`src/rtl/fetch_pkg.sv`:
```
//////////////////////////////////////////////////////////////////////
// Shared types and constants of the instruction fetch front end
// Address, instruction, memory block and memory tag types
// Memory bus command encoding
// Instruction cache geometry and memory tag count
//////////////////////////////////////////////////////////////////////

`default_nettype none

package fetch_pkg;

    //////////////////////////////////////////////////////////////////////
    // Basic data types
    //////////////////////////////////////////////////////////////////////

    typedef logic [31:0] addr_t;      // Byte address
    typedef logic [31:0] inst_t;      // One instruction word

    // One memory block of two words
    // Bits 31..0 hold the word at the aligned address
    // Bits 63..32 hold the word at aligned address plus 4
    typedef logic [63:0] mem_block_t;

    // Memory transaction tag
    // Zero marks no transaction, 1 to 15 mark live loads
    typedef logic [3:0] mem_tag_t;

    //////////////////////////////////////////////////////////////////////
    // Memory bus commands
    //////////////////////////////////////////////////////////////////////

    typedef enum logic [1:0] {
        BUS_NONE  = 2'h0,             // Idle bus
        BUS_LOAD  = 2'h1,             // Block read
        BUS_STORE = 2'h2              // Block write, unused by fetch
    } mem_command_e;

    //////////////////////////////////////////////////////////////////////
    // Cache geometry
    //////////////////////////////////////////////////////////////////////

    localparam int ICACHE_LINES       = 32;
    localparam int ICACHE_INDEX_BITS  = 5;   // log2 of the line count
    localparam int ICACHE_OFFSET_BITS = 3;   // Byte offset within a block
    // Tag, index and offset together cover address bits 15..0
    localparam int ICACHE_TAG_BITS    = 8;

    // Loads that memory can keep in flight at once
    localparam int MEM_TAG_COUNT      = 15;

endpackage

`default_nettype wire

```
`src/rtl/icache.sv`:
```
//////////////////////////////////////////////////////////////////////
// Direct mapped blocking instruction cache
// 32 lines of one 8 byte block each
// Hit lookup is combinational on the fetch address
// Misses retry a load until memory grants a tag, then fill on the
// matching data tag and drop the wait when the address moves
//////////////////////////////////////////////////////////////////////

`timescale 1ns/1ns
`default_nettype none

module icache (
    input  logic                     clock,
    input  logic                     reset,

    // Fetch side
    input  fetch_pkg::addr_t         fetch_addr,
    output fetch_pkg::mem_block_t    block,         // Block holding fetch_addr
    output logic                     hit,           // block is valid

    // Memory side
    output fetch_pkg::mem_command_e  mem_command,
    output fetch_pkg::addr_t         mem_addr,
    input  fetch_pkg::mem_tag_t      mem_transaction_tag,   // Grant, 0 if refused
    input  fetch_pkg::mem_block_t    mem_data,
    input  fetch_pkg::mem_tag_t      mem_data_tag           // 0 unless data returns
);

    import fetch_pkg::*;

    //////////////////////////////////////////////////////////////////////
    // Line storage
    //////////////////////////////////////////////////////////////////////

    mem_block_t                   line_data [ICACHE_LINES];
    logic [ICACHE_TAG_BITS-1:0]   line_tag  [ICACHE_LINES];
    logic [ICACHE_LINES-1:0]      line_valid;

    //////////////////////////////////////////////////////////////////////
    // Address split and lookup
    //////////////////////////////////////////////////////////////////////

    logic [ICACHE_TAG_BITS-1:0]   cur_tag;
    logic [ICACHE_INDEX_BITS-1:0] cur_index;
    logic [ICACHE_TAG_BITS-1:0]   last_tag;     // Address seen last cycle
    logic [ICACHE_INDEX_BITS-1:0] last_index;

    assign cur_index = fetch_addr[ICACHE_OFFSET_BITS +: ICACHE_INDEX_BITS];
    assign cur_tag   = fetch_addr[ICACHE_OFFSET_BITS + ICACHE_INDEX_BITS +: ICACHE_TAG_BITS];

    assign block = line_data[cur_index];
    assign hit   = line_valid[cur_index] && (line_tag[cur_index] == cur_tag);

    //////////////////////////////////////////////////////////////////////
    // Miss tracking
    //////////////////////////////////////////////////////////////////////

    mem_tag_t saved_tag;          // Memory tag of the pending fill
    logic     miss_outstanding;   // Load still waiting for a grant
    mem_tag_t granted_tag;        // Grant seen this cycle, 0 without a load
    logic     changed_addr;
    logic     got_mem_data;
    logic     update_saved_tag;
    logic     unanswered_miss;

    assign changed_addr = (cur_index != last_index) || (cur_tag != last_tag);

    // Memory only grants against a load in the same cycle
    assign granted_tag = (mem_command == BUS_LOAD) ? mem_transaction_tag : '0;

    // Fill only for the address the tag was granted for
    // Data landing in the cycle of an address change belongs to the old one
    assign got_mem_data = (saved_tag != '0) && (saved_tag == mem_data_tag)
                          && !changed_addr;

    // Drop the tag on a change, capture the grant while asking,
    // clear it once the data is in
    assign update_saved_tag = changed_addr || miss_outstanding || got_mem_data;

    // A new address asks for a load only if it misses
    // An old miss keeps asking while memory refuses
    assign unanswered_miss = changed_addr ? !hit
                                          : (miss_outstanding && (granted_tag == '0));

    // Repeat the load every cycle until a tag is granted
    assign mem_command = (miss_outstanding && !changed_addr) ? BUS_LOAD : BUS_NONE;
    assign mem_addr    = {fetch_addr[31:ICACHE_OFFSET_BITS], {ICACHE_OFFSET_BITS{1'b0}}};

    //////////////////////////////////////////////////////////////////////
    // Control registers
    //////////////////////////////////////////////////////////////////////

    always_ff @(posedge clock) begin
        if (reset) begin
            last_tag         <= '1;     // First cycle out of reset looks like a move
            last_index       <= '1;
            saved_tag        <= '0;
            miss_outstanding <= 1'b0;
            line_valid       <= '0;     // Cache starts empty
        end else begin
            last_tag         <= cur_tag;
            last_index       <= cur_index;
            miss_outstanding <= unanswered_miss;
            if (update_saved_tag) begin
                saved_tag <= granted_tag;
            end
            if (got_mem_data) begin
                line_valid[cur_index] <= 1'b1;  // hit rises next cycle
            end
        end
    end

    // Line payload
    always_ff @(posedge clock) begin
        if (got_mem_data) begin
            line_data[cur_index] <= mem_data;
            line_tag[cur_index]  <= cur_tag;
        end
    end

    //////////////////////////////////////////////////////////////////////
    // Checks
    //////////////////////////////////////////////////////////////////////

    // Fetch never writes memory
    a_no_store : assert property (@(posedge clock) disable iff (reset)
        mem_command != BUS_STORE);

    // Data without a live tag never writes a line
    a_fill_tag : assert property (@(posedge clock) disable iff (reset)
        (mem_data_tag == '0) |=> $stable(line_valid));

endmodule

`default_nettype wire

```
`src/rtl/fetch_unit.sv`:
```
//////////////////////////////////////////////////////////////////////
// Fetch stage
// Program counter with redirect from a later stage
// Word select from the cached block and the instruction strobe
//////////////////////////////////////////////////////////////////////

`timescale 1ns/1ns
`default_nettype none

module fetch_unit (
    input  logic                   clock,
    input  logic                   reset,

    // Later stage
    input  logic                   redirect,      // One cycle pulse
    input  fetch_pkg::addr_t       redirect_pc,

    // Cache side
    output fetch_pkg::addr_t       fetch_addr,
    input  fetch_pkg::mem_block_t  block,
    input  logic                   hit,

    // Decode side
    output fetch_pkg::inst_t       inst,
    output fetch_pkg::addr_t       inst_pc,
    output logic                   inst_valid     // One cycle per instruction
);

    import fetch_pkg::*;

    //////////////////////////////////////////////////////////////////////
    // Program counter
    //////////////////////////////////////////////////////////////////////

    addr_t pc;
    addr_t pc_step;             // Next sequential instruction
    addr_t redirect_target;     // Redirect address on a word boundary
    logic  take_inst;           // Instruction leaves this cycle

    assign pc_step         = pc + 32'd4;
    assign redirect_target = {redirect_pc[31:2], 2'b00};

    // A redirect in the same cycle wins over the hit
    assign take_inst = hit && !redirect;

    always_ff @(posedge clock) begin
        if (reset) begin
            pc <= '0;                       // Fetch starts at address 0
        end else if (redirect) begin
            pc <= redirect_target;
        end else if (take_inst) begin
            pc <= pc_step;
        end
    end

    assign fetch_addr = pc;

    //////////////////////////////////////////////////////////////////////
    // Instruction select
    //////////////////////////////////////////////////////////////////////

    inst_t inst_lo;       // Word at the aligned address
    inst_t inst_hi;       // Word at aligned address plus 4
    logic  word_sel;

    assign inst_lo  = block[31:0];
    assign inst_hi  = block[63:32];
    assign word_sel = pc[2];

    always_comb begin
        if (word_sel) begin
            inst = inst_hi;
        end else begin
            inst = inst_lo;
        end
    end

    assign inst_pc    = pc;
    assign inst_valid = take_inst;    // Strobe lines up with the PC step

    //////////////////////////////////////////////////////////////////////
    // Checks
    //////////////////////////////////////////////////////////////////////

    // PC stays on a word boundary through steps and redirects
    a_pc_aligned : assert property (@(posedge clock) disable iff (reset)
        fetch_addr[1:0] == 2'b00);

endmodule

`default_nettype wire

```
`src/rtl/fetch_top.sv`:
```
//////////////////////////////////////////////////////////////////////
// Instruction fetch front end top level
// Fetch stage and instruction cache
// Memory bus and fetch outputs as plain ports
//////////////////////////////////////////////////////////////////////

`timescale 1ns/1ns
`default_nettype none

module fetch_top (
    input  logic                     clock,
    input  logic                     reset,

    // Later stage
    input  logic                     redirect,
    input  fetch_pkg::addr_t         redirect_pc,

    // Fetched instruction
    output fetch_pkg::inst_t         inst,
    output fetch_pkg::addr_t         inst_pc,
    output logic                     inst_valid,

    // Memory bus
    output fetch_pkg::mem_command_e  mem_command,
    output fetch_pkg::addr_t         mem_addr,       // Block aligned PC
    input  fetch_pkg::mem_tag_t      mem_transaction_tag,
    input  fetch_pkg::mem_block_t    mem_data,
    input  fetch_pkg::mem_tag_t      mem_data_tag
);

    import fetch_pkg::*;

    addr_t      fetch_addr;     // Current PC into the cache
    mem_block_t block;          // Block out of the cache
    logic       hit;

    // PC, redirect and word select
    fetch_unit i_fetch_unit (
        .clock       (clock),
        .reset       (reset),
        .redirect    (redirect),
        .redirect_pc (redirect_pc),
        .fetch_addr  (fetch_addr),
        .block       (block),
        .hit         (hit),
        .inst        (inst),
        .inst_pc     (inst_pc),
        .inst_valid  (inst_valid)
    );

    // Line store and miss handling
    icache i_icache (
        .clock               (clock),
        .reset               (reset),
        .fetch_addr          (fetch_addr),
        .block               (block),
        .hit                 (hit),
        .mem_command         (mem_command),
        .mem_addr            (mem_addr),
        .mem_transaction_tag (mem_transaction_tag),
        .mem_data            (mem_data),
        .mem_data_tag        (mem_data_tag)
    );

endmodule

`default_nettype wire

```
`config.mk`:
```
export PLATFORM = sky130hd
export DESIGN_NAME = fetch_top
export DESIGN_NICKNAME = d
export VERILOG_FILES = /design/src/rtl/fetch_pkg.sv /design/src/rtl/icache.sv /design/src/rtl/fetch_unit.sv /design/src/rtl/fetch_top.sv
export SDC_FILE = /design/constraint.sdc
export NUM_CORES = 2
export LEC_CHECK = 0
export ABC_AREA = 0
export ABC_CLOCK_PERIOD_IN_PS = 5310
export BUFFER_PORTS_ARGS = -buffer_cell sky130_fd_sc_hd__buf_2
export CORE_ASPECT_RATIO = 0.75
export CORE_MARGIN = 4
export CORE_UTILIZATION = 55
export CTS_BUF_LIST = sky130_fd_sc_hd__clkbuf_4 sky130_fd_sc_hd__clkbuf_8
export CTS_CLUSTER_SIZE = 30
export DETAILED_ROUTE_END_ITERATION = 16
export GPL_ROUTABILITY_DRIVEN = 0
export GPL_TIMING_DRIVEN = 0
export PLACE_DENSITY = 0.74
export SETUP_SLACK_MARGIN = 0.15
export SYNTH_ARGS = -nofsm -noshare
export SYNTH_HDL_FRONTEND = slang
export SYNTH_SLANG_ARGS = --single-unit
```
`constraint.sdc`:
```
create_clock -name clock -period 5.31 [get_ports clock]
set_input_delay 1.062 -clock clock [delete_from_list [all_inputs] [get_ports clock]]
set_output_delay 1.062 -clock clock [all_outputs]
set_load 0.005 [all_outputs]
```
Yosys cells after proc, flatten, opt, wreduce, memory -nomap -nowiden
Memory sizes are Yosys's and may differ from the RTL's. A register that Yosys moved wholly into a read port is not among the register bits.
Index checks and enable logic that the tools add are counted.

word-level totals
  flip-flop bits (word level) = 82
  bits in writable memories = 2304
  memories = 2
  word-level logic and storage cells = 51
  input port bits = 107
  output and inout port bits = 99

memory list
  memory              words  bits a word  rd ports  clocked after memory_dff  wr ports  RTL line      text
  i_icache.line_data  32     64           1         1                         1         icache.sv:35  mem_block_t line_data [ICACHE_LINES];
  i_icache.line_tag   32     8            1         1                         1         icache.sv:36  logic [ICACHE_TAG_BITS-1:0] line_tag [ICACHE_LINES];

operators by class
  mux-type cells = 16
  add/subtract/negate cells = 1
  $lt $le $gt $ge = 2
  equal/unequal tests = 5
  bitwise logic cells = 1
  reduce and logical (&&, ||, !) cells = 17

operator list
  kind                     count
  $mux W32                 3
  $add A32 B3 Y32 const B  1
  $or A32 B32 Y32          1
  $mux W5                  4
  $eq A8 B8 Y1             1
  $ne A8 B8 Y1             1
  $logic_and A1 B1 Y1      7
  $lt A5 B6 Y1 const B     1
  $mux W1                  6
  $bmux W1 S5              1
  $demux W1 S5             1
  $ge A5 B1 Y1 const B     1
  $ne A5 B5 Y1             1
  $eq A4 B4 Y1             1
  $logic_not A4 Y1         1
  $mux W4                  1
  $reduce_bool A4 Y1       1
  $logic_not A1 Y1         3
  $logic_or A1 B1 Y1       3
  $reduce_bool A2 Y1       1
  $reduce_or A2 Y1         1
  $eq A1 B1 Y1 const B     1

Logic depth before layout (Yosys ltp)
  depth in word-level cells = 10
  depth in mapped cells = 15
  gate-level depth less buffers = 9

Cells and area by module
From an unflattened synthesis, not the netlist that was laid out.

unflattened totals
  cell total of the unflattened synthesis = 4132
  area total of the unflattened synthesis = 91835.6 um^2

modules (own cells, without submodules)
  module      instances  seq. area each (um^2)  cells each  area an instance (um^2)
  icache      1          70187.3                3822        89340.7
  fetch_unit  1          600.6                  310         2494.9

Least setup slack after synthesis
Ideal clock, no wire load.

  kind = register to register
  from = register i_fetch_unit.pc[14], in the netlist i_fetch_unit.fetch_addr[14]
  to = memory i_icache.line_data[24][0] in the netlist's numbering, enable pin
  data required time = 4.806 ns
  library setup time = 0.504 ns
  cell stages (with the launch flop) = 10
  buffers on the path = 1
  data arrival time = 5.164 ns
  clock period less this slack = 5.668 ns
  setup slack = -0.358 ns
  cells stage by stage = dfxtp_1 clkbuf_1 xnor2_1 nand4_1 nor4_1 nand4_1 nor2b_1 nor2b_1 nand3_1 nor2_1

on the way
  word-level cells in the longest chain between the ends = 6

RTL lines
  what                           RTL line          text
  start: declaration             fetch_unit.sv:35  addr_t pc;
  start signal: assignment       fetch_unit.sv:50  pc <= redirect_target;
  start signal: assignment       fetch_unit.sv:52  pc <= pc_step;
  $ne A8 B8 Y1                   icache.sv:66      assign changed_addr = (cur_index != last_index) || (cur_tag != last_tag);
  $logic_or A1 B1 Y1             icache.sv:66
  $logic_not A1 Y1               icache.sv:74      && !changed_addr;
  $logic_and A1 B1 Y1            icache.sv:74
  $mux W1                        icache.sv:115     if (got_mem_data) begin
  $mux W1 (implied by the code)  icache.sv:116     line_data[cur_index] <= mem_data;
  end: declaration               icache.sv:35

No other way between the ends.

==> flow_metrics.py <==
metrics = {
    "status": {
        "run_status": "finished with violations",
        "violations": "negative setup slack",
    },
    "critical_path": {
        "crit_fanout": 8,
        "reg2regPathDepth": 12,
        "ff2ff_setup_slack_ns": 0.45,
        "regToRegStartpoint": "i_fetch_unit.fetch_addr[4]$_SDFFE_PP0P_",
        "required_ns": 4.25,
        "start_kind": "flip-flop",
        "critical_path_arrival_ns": 4.35,
        "crit_path_frequent_cell": "buf_12",
        "end_kind": "primary output",
        "timing.rr.end": "i_icache.line_data[26][16]$_DFFE_PP_",
        "crit_chain": "buf_12 > buf_12 > buf_12 > buf_16 > buf_16 > clkbuf_16 > buf_12 > buf_16 > mux4_2 > mux4_2 > mux4_2 > buf_6",
        "slowest_stage": "mux4_2",
        "cp-endpoint": "inst[5]",
        "worst-setup-path-type": "flip-flop to primary output",
        "slowest_delay_ns": 0.57,
    },
    "timing": {
        "slew_violations": 0,
        "slew_headroom_pct": 27.93,
        "min_period_over_period_pct": 102.0,
        "hold_viol_final": 0,
        "setup_violations": 30,
        "setup_tns_ns": -1.879,
        "fin_skew_ns": 0.04853,
        "fin_hold_ws_ns": 0.2635,
        "rsz0062_at_grt": "yes",
        "period_needed_ns": 5.416,
        "fin_ws_ns": -0.1064,
        "clock.fmax_mhz": 184.6,
        "tightest_slew_ns": 1.081,
    },
    "cells_and_area": {
        "fin_nets": 4755,
        "drive_gt1_share_pct": 39.36,
        "synthToLayoutAreaGrowth_pct": 18.52,
        "post-route-util_pct": 65.73,
        "n_fill_cell": 9946,
    },
    "clock_tree": {
        "clkLatencyLatePin_ns": 1.09,
        "cts_tree": "built",
        "cts_buffer_depth": 4,
        "cts-root-buf": "clkbuf_8",
        "cts-htree-levels": 5,
        "cts_buffers": 365,
        "cts.sinks": 2389,
        "clk_pin_slew_worst_paths_ns": 0.07,
    },
    "synthesis": {
        "synth_cell_types": 65,
        "synth-edff-count": 2304,
        "syn_area_sq_mm": 0.09158,
        "ys_seq_area_share_pct": 77.41,
        "synth_seq_cells": 2389,
        "synthArstFlopShare_pct": 0,
        "avgSynthCellArea_sq_um": 23.62,
        "netlist_instances": 3877,
        "synth_ff_type": "edfxtp_1",
        "ys.warnings.count": 0,
    },
    "routing": {
        "drt.antenna.violating_nets": 0,
        "drc_errors": 0,
        "wl_microns": 262800,
        "dr.pass1.iters": 5,
        "dr.first_iter.drc_count": 8578,
        "viasPerCell": 6.757,
        "wl_per_cell_microns": 36.77,
        "vias": 48300,
    },
    "grt": {
        "track_usage_pct": 30.26,
        "antenna_found_initial": 23,
        "grt_pass1_wl_microns": 365700,
        "overflow": 0,
        "grt_max_degree": 41,
        "grt_pass1_vias": 47750,
    },
    "power": {
        "power_frac_seq_pct": 54.2,
        "p_sw_mw": 8.619,
        "combPwrFrac_pct": 7.5,
        "pwr-share-clk_pct": 38.4,
        "intPower_mw": 29.67,
        "p_per_area_mw_per_mm2": 352.8,
        "peakVddDrop_mv": 0.2794,
        "p_leak_nw": 34.32,
        "switching_share_pct": 22.51,
        "p_total_mw": 38.29,
    },
    "flow_run": {
        "drv_cap": 0,
    },
    "floorplan": {
        "core_area_sq_mm": 0.1651,
        "top_level_ports": 206,
        "fp-row-count": 129,
        "die-width_microns": 479.2,
        "initial_utilization_pct": 55.46,
        "fp.dieH_microns": 361.4,
        "dieArea_sq_mm": 0.1732,
    },
    "placed_design": {
        "port_buffers": 197,
        "dp_hpwl_microns": 161800,
    },
    "min_path": {
        "worstHoldPathType": "primary input to flip-flop",
    },
}
critical path, delay by kind of cell (launching register included):
family / cells / cell delay, ns
buffers and inverters: 9 / 1.28
flip-flops: 1 / 0.37
multiplexers: 3 / 1.62
registers in the layout (all words and copies together), names as in the netlist, named ones only:
name / count
i_icache.line_data: 2048
i_icache.line_valid: 32
i_fetch_unit.fetch_addr: 30
i_icache.last_tag: 8
i_icache.saved_tag: 4
i_icache.line_tag: 256
i_icache.miss_outstanding: 1
i_icache.last_index: 5
per-layer routing:
metal / GRT usage, % / part of all wire [%] / vias up / routed length, microns
li1: - / - / 18290 / -
met1: 42.63 / 35 / 25210 / 91770
met2: 45.34 / 47 / 4110 / 123100
met3: 9.163 / 14 / 671 / 37550
met4: 11.56 / 3.9 / 12 / 10340
met5: 0 / 0.031 / - / 81
power groups by stage:
stage / Sequential [mW] / Clock [mW] / Combinational, mW
after detailed placement: 21.1 / 0 / 2.36
after floorplan: 21.1 / 0 / 1.33
after global routing: 20.7 / 15.7 / 2.96
after global placement: 21.1 / 0 / 2.30
after CTS: 20.7 / 14.6 / 2.74
final: 20.7 / 14.7 / 2.86
cells in the mapped netlist (all sizes together), types with 7 or more instances:
cell	instances	area [sq um]
edfxtp	2304	69190
nand2	45	168.9
or2	11	68.82
a21oi	13	68.82
nor3	10	55.05
nor2	80	300.3
or3	12	75.07
a311oi	27	236.5
nor2b	13	81.33
or4	10	75.07
mux4	716	16130
xor2	12	105.1
clkbuf	127	478.0
a22oi	18	135.1
nand3	26	135.1
o21ai	17	85.08
nor4	10	77.57
nand4	14	87.58
inv	14	52.55
mux2i	57	570.6
xnor2	13	113.9
buf	120	640.6
and3	7	43.79
o21a	32	240.2
dfxtp	85	1702
o31ai	10	80.07
nand2b	8	50.05
a211oi	10	75.07
how the worst min path moves through the flow:
stage	from	endpoint	slack (ns)	cells after the start
2_1_floorplan	i_icache.line_valid[10]$_SDFFE_PP0P_	i_icache.line_valid[10]$_SDFFE_PP0P_	0.44	1
3_3_place_gp	i_icache.line_valid[14]$_SDFFE_PP0P_	i_icache.line_valid[14]$_SDFFE_PP0P_	0.44	1
3_5_place_dp	i_icache.line_valid[15]$_SDFFE_PP0P_	i_icache.line_valid[15]$_SDFFE_PP0P_	0.45	1
4_1_cts	redirect_pc[30]	i_fetch_unit.fetch_addr[30]$_SDFFE_PP0P_	0.18	3
5_1_grt	redirect_pc[30]	i_fetch_unit.fetch_addr[30]$_SDFFE_PP0P_	0.24	3
6_report	redirect_pc[30]	i_fetch_unit.fetch_addr[30]$_SDFFE_PP0P_	0.26	3
placed cells by master (no fill, tap or decap), types with 12 or more instances in the layout:
| cell type | Yosys | routed |
|---|---|---|
| buf_16 | 0 | 51 |
| nand3_1 | 25 | 25 |
| buf_6 | 3 | 33 |
| dfxtp_1 | 85 | 77 |
| clkbuf_1 | 126 | 33 |
| nand2_1 | 45 | 45 |
| diode_2 | 0 | 15 |
| mux2i_1 | 57 | 57 |
| inv_1 | 13 | 13 |
| o21ai_0 | 17 | 16 |
| o21a_1 | 32 | 32 |
| buf_12 | 0 | 137 |
| buf_2 | 17 | 189 |
| nor2_4 | 0 | 32 |
| nand4_1 | 14 | 14 |
| edfxtp_1 | 2304 | 2304 |
| or3_1 | 12 | 12 |
| a21oi_1 | 12 | 12 |
| clkbuf_8 | 0 | 410 |
| nor2_1 | 80 | 48 |
| buf_8 | 0 | 16 |
| buf_4 | 39 | 78 |
| a22oi_1 | 18 | 18 |
| clkinv_2 | 0 | 27 |
| clkbuf_16 | 0 | 40 |
| mux4_2 | 716 | 716 |
| nor2b_1 | 13 | 13 |
| a311oi_1 | 27 | 27 |
| clkbuf_4 | 0 | 139 |
| clkinv_1 | 2 | 92 |
per-stage QoR:
stage	area, sq um	instances	setup WS, ns
3_3_place_gp	95440	6306	-6.515
2_1_floorplan	91660	3882	-0.3584
3_5_place_dp	98270	6430	-1.837
6_report	108500	7148	-0.1064
4_1_cts	108100	7116	-0.1211
5_1_grt	108500	7140	-0.1638
cell families after synthesis:
logic type	count (synthesis)	share of synthesized area, %
flops	2389	77.41
mux	778	18.29
buf+inv	263	1.287
simple gates	259	1.446
compound gates	161	1.308
xor+xnor	25	0.2391
fa+ha+maj	1	0.01366
other cells	1	0.004095
final cells by class:
type	instances	area [sq um]	share of cell area (%)
antenna	15	37.54	0.03458
tap	2227	2786	2.567
clock inverter	132	744.5	0.6859
buffer	246	3288	3.030
multi-input combinational	1230	19810	18.26
inverter	16	60.06	0.05534
timing repair buffer	399	4855	4.473
clock buffer	494	6048	5.573
sequential	2389	70900	65.33
repair_timing:
item                                    CTS  global route
buffers inserted                         41            13
resized for setup                       735            39
cloned                                   20             3
pin swaps                                 5             5
endpoints found under the setup margin   34            93
hold buffers                              0             0
Power figures use the tool's default switching activity.
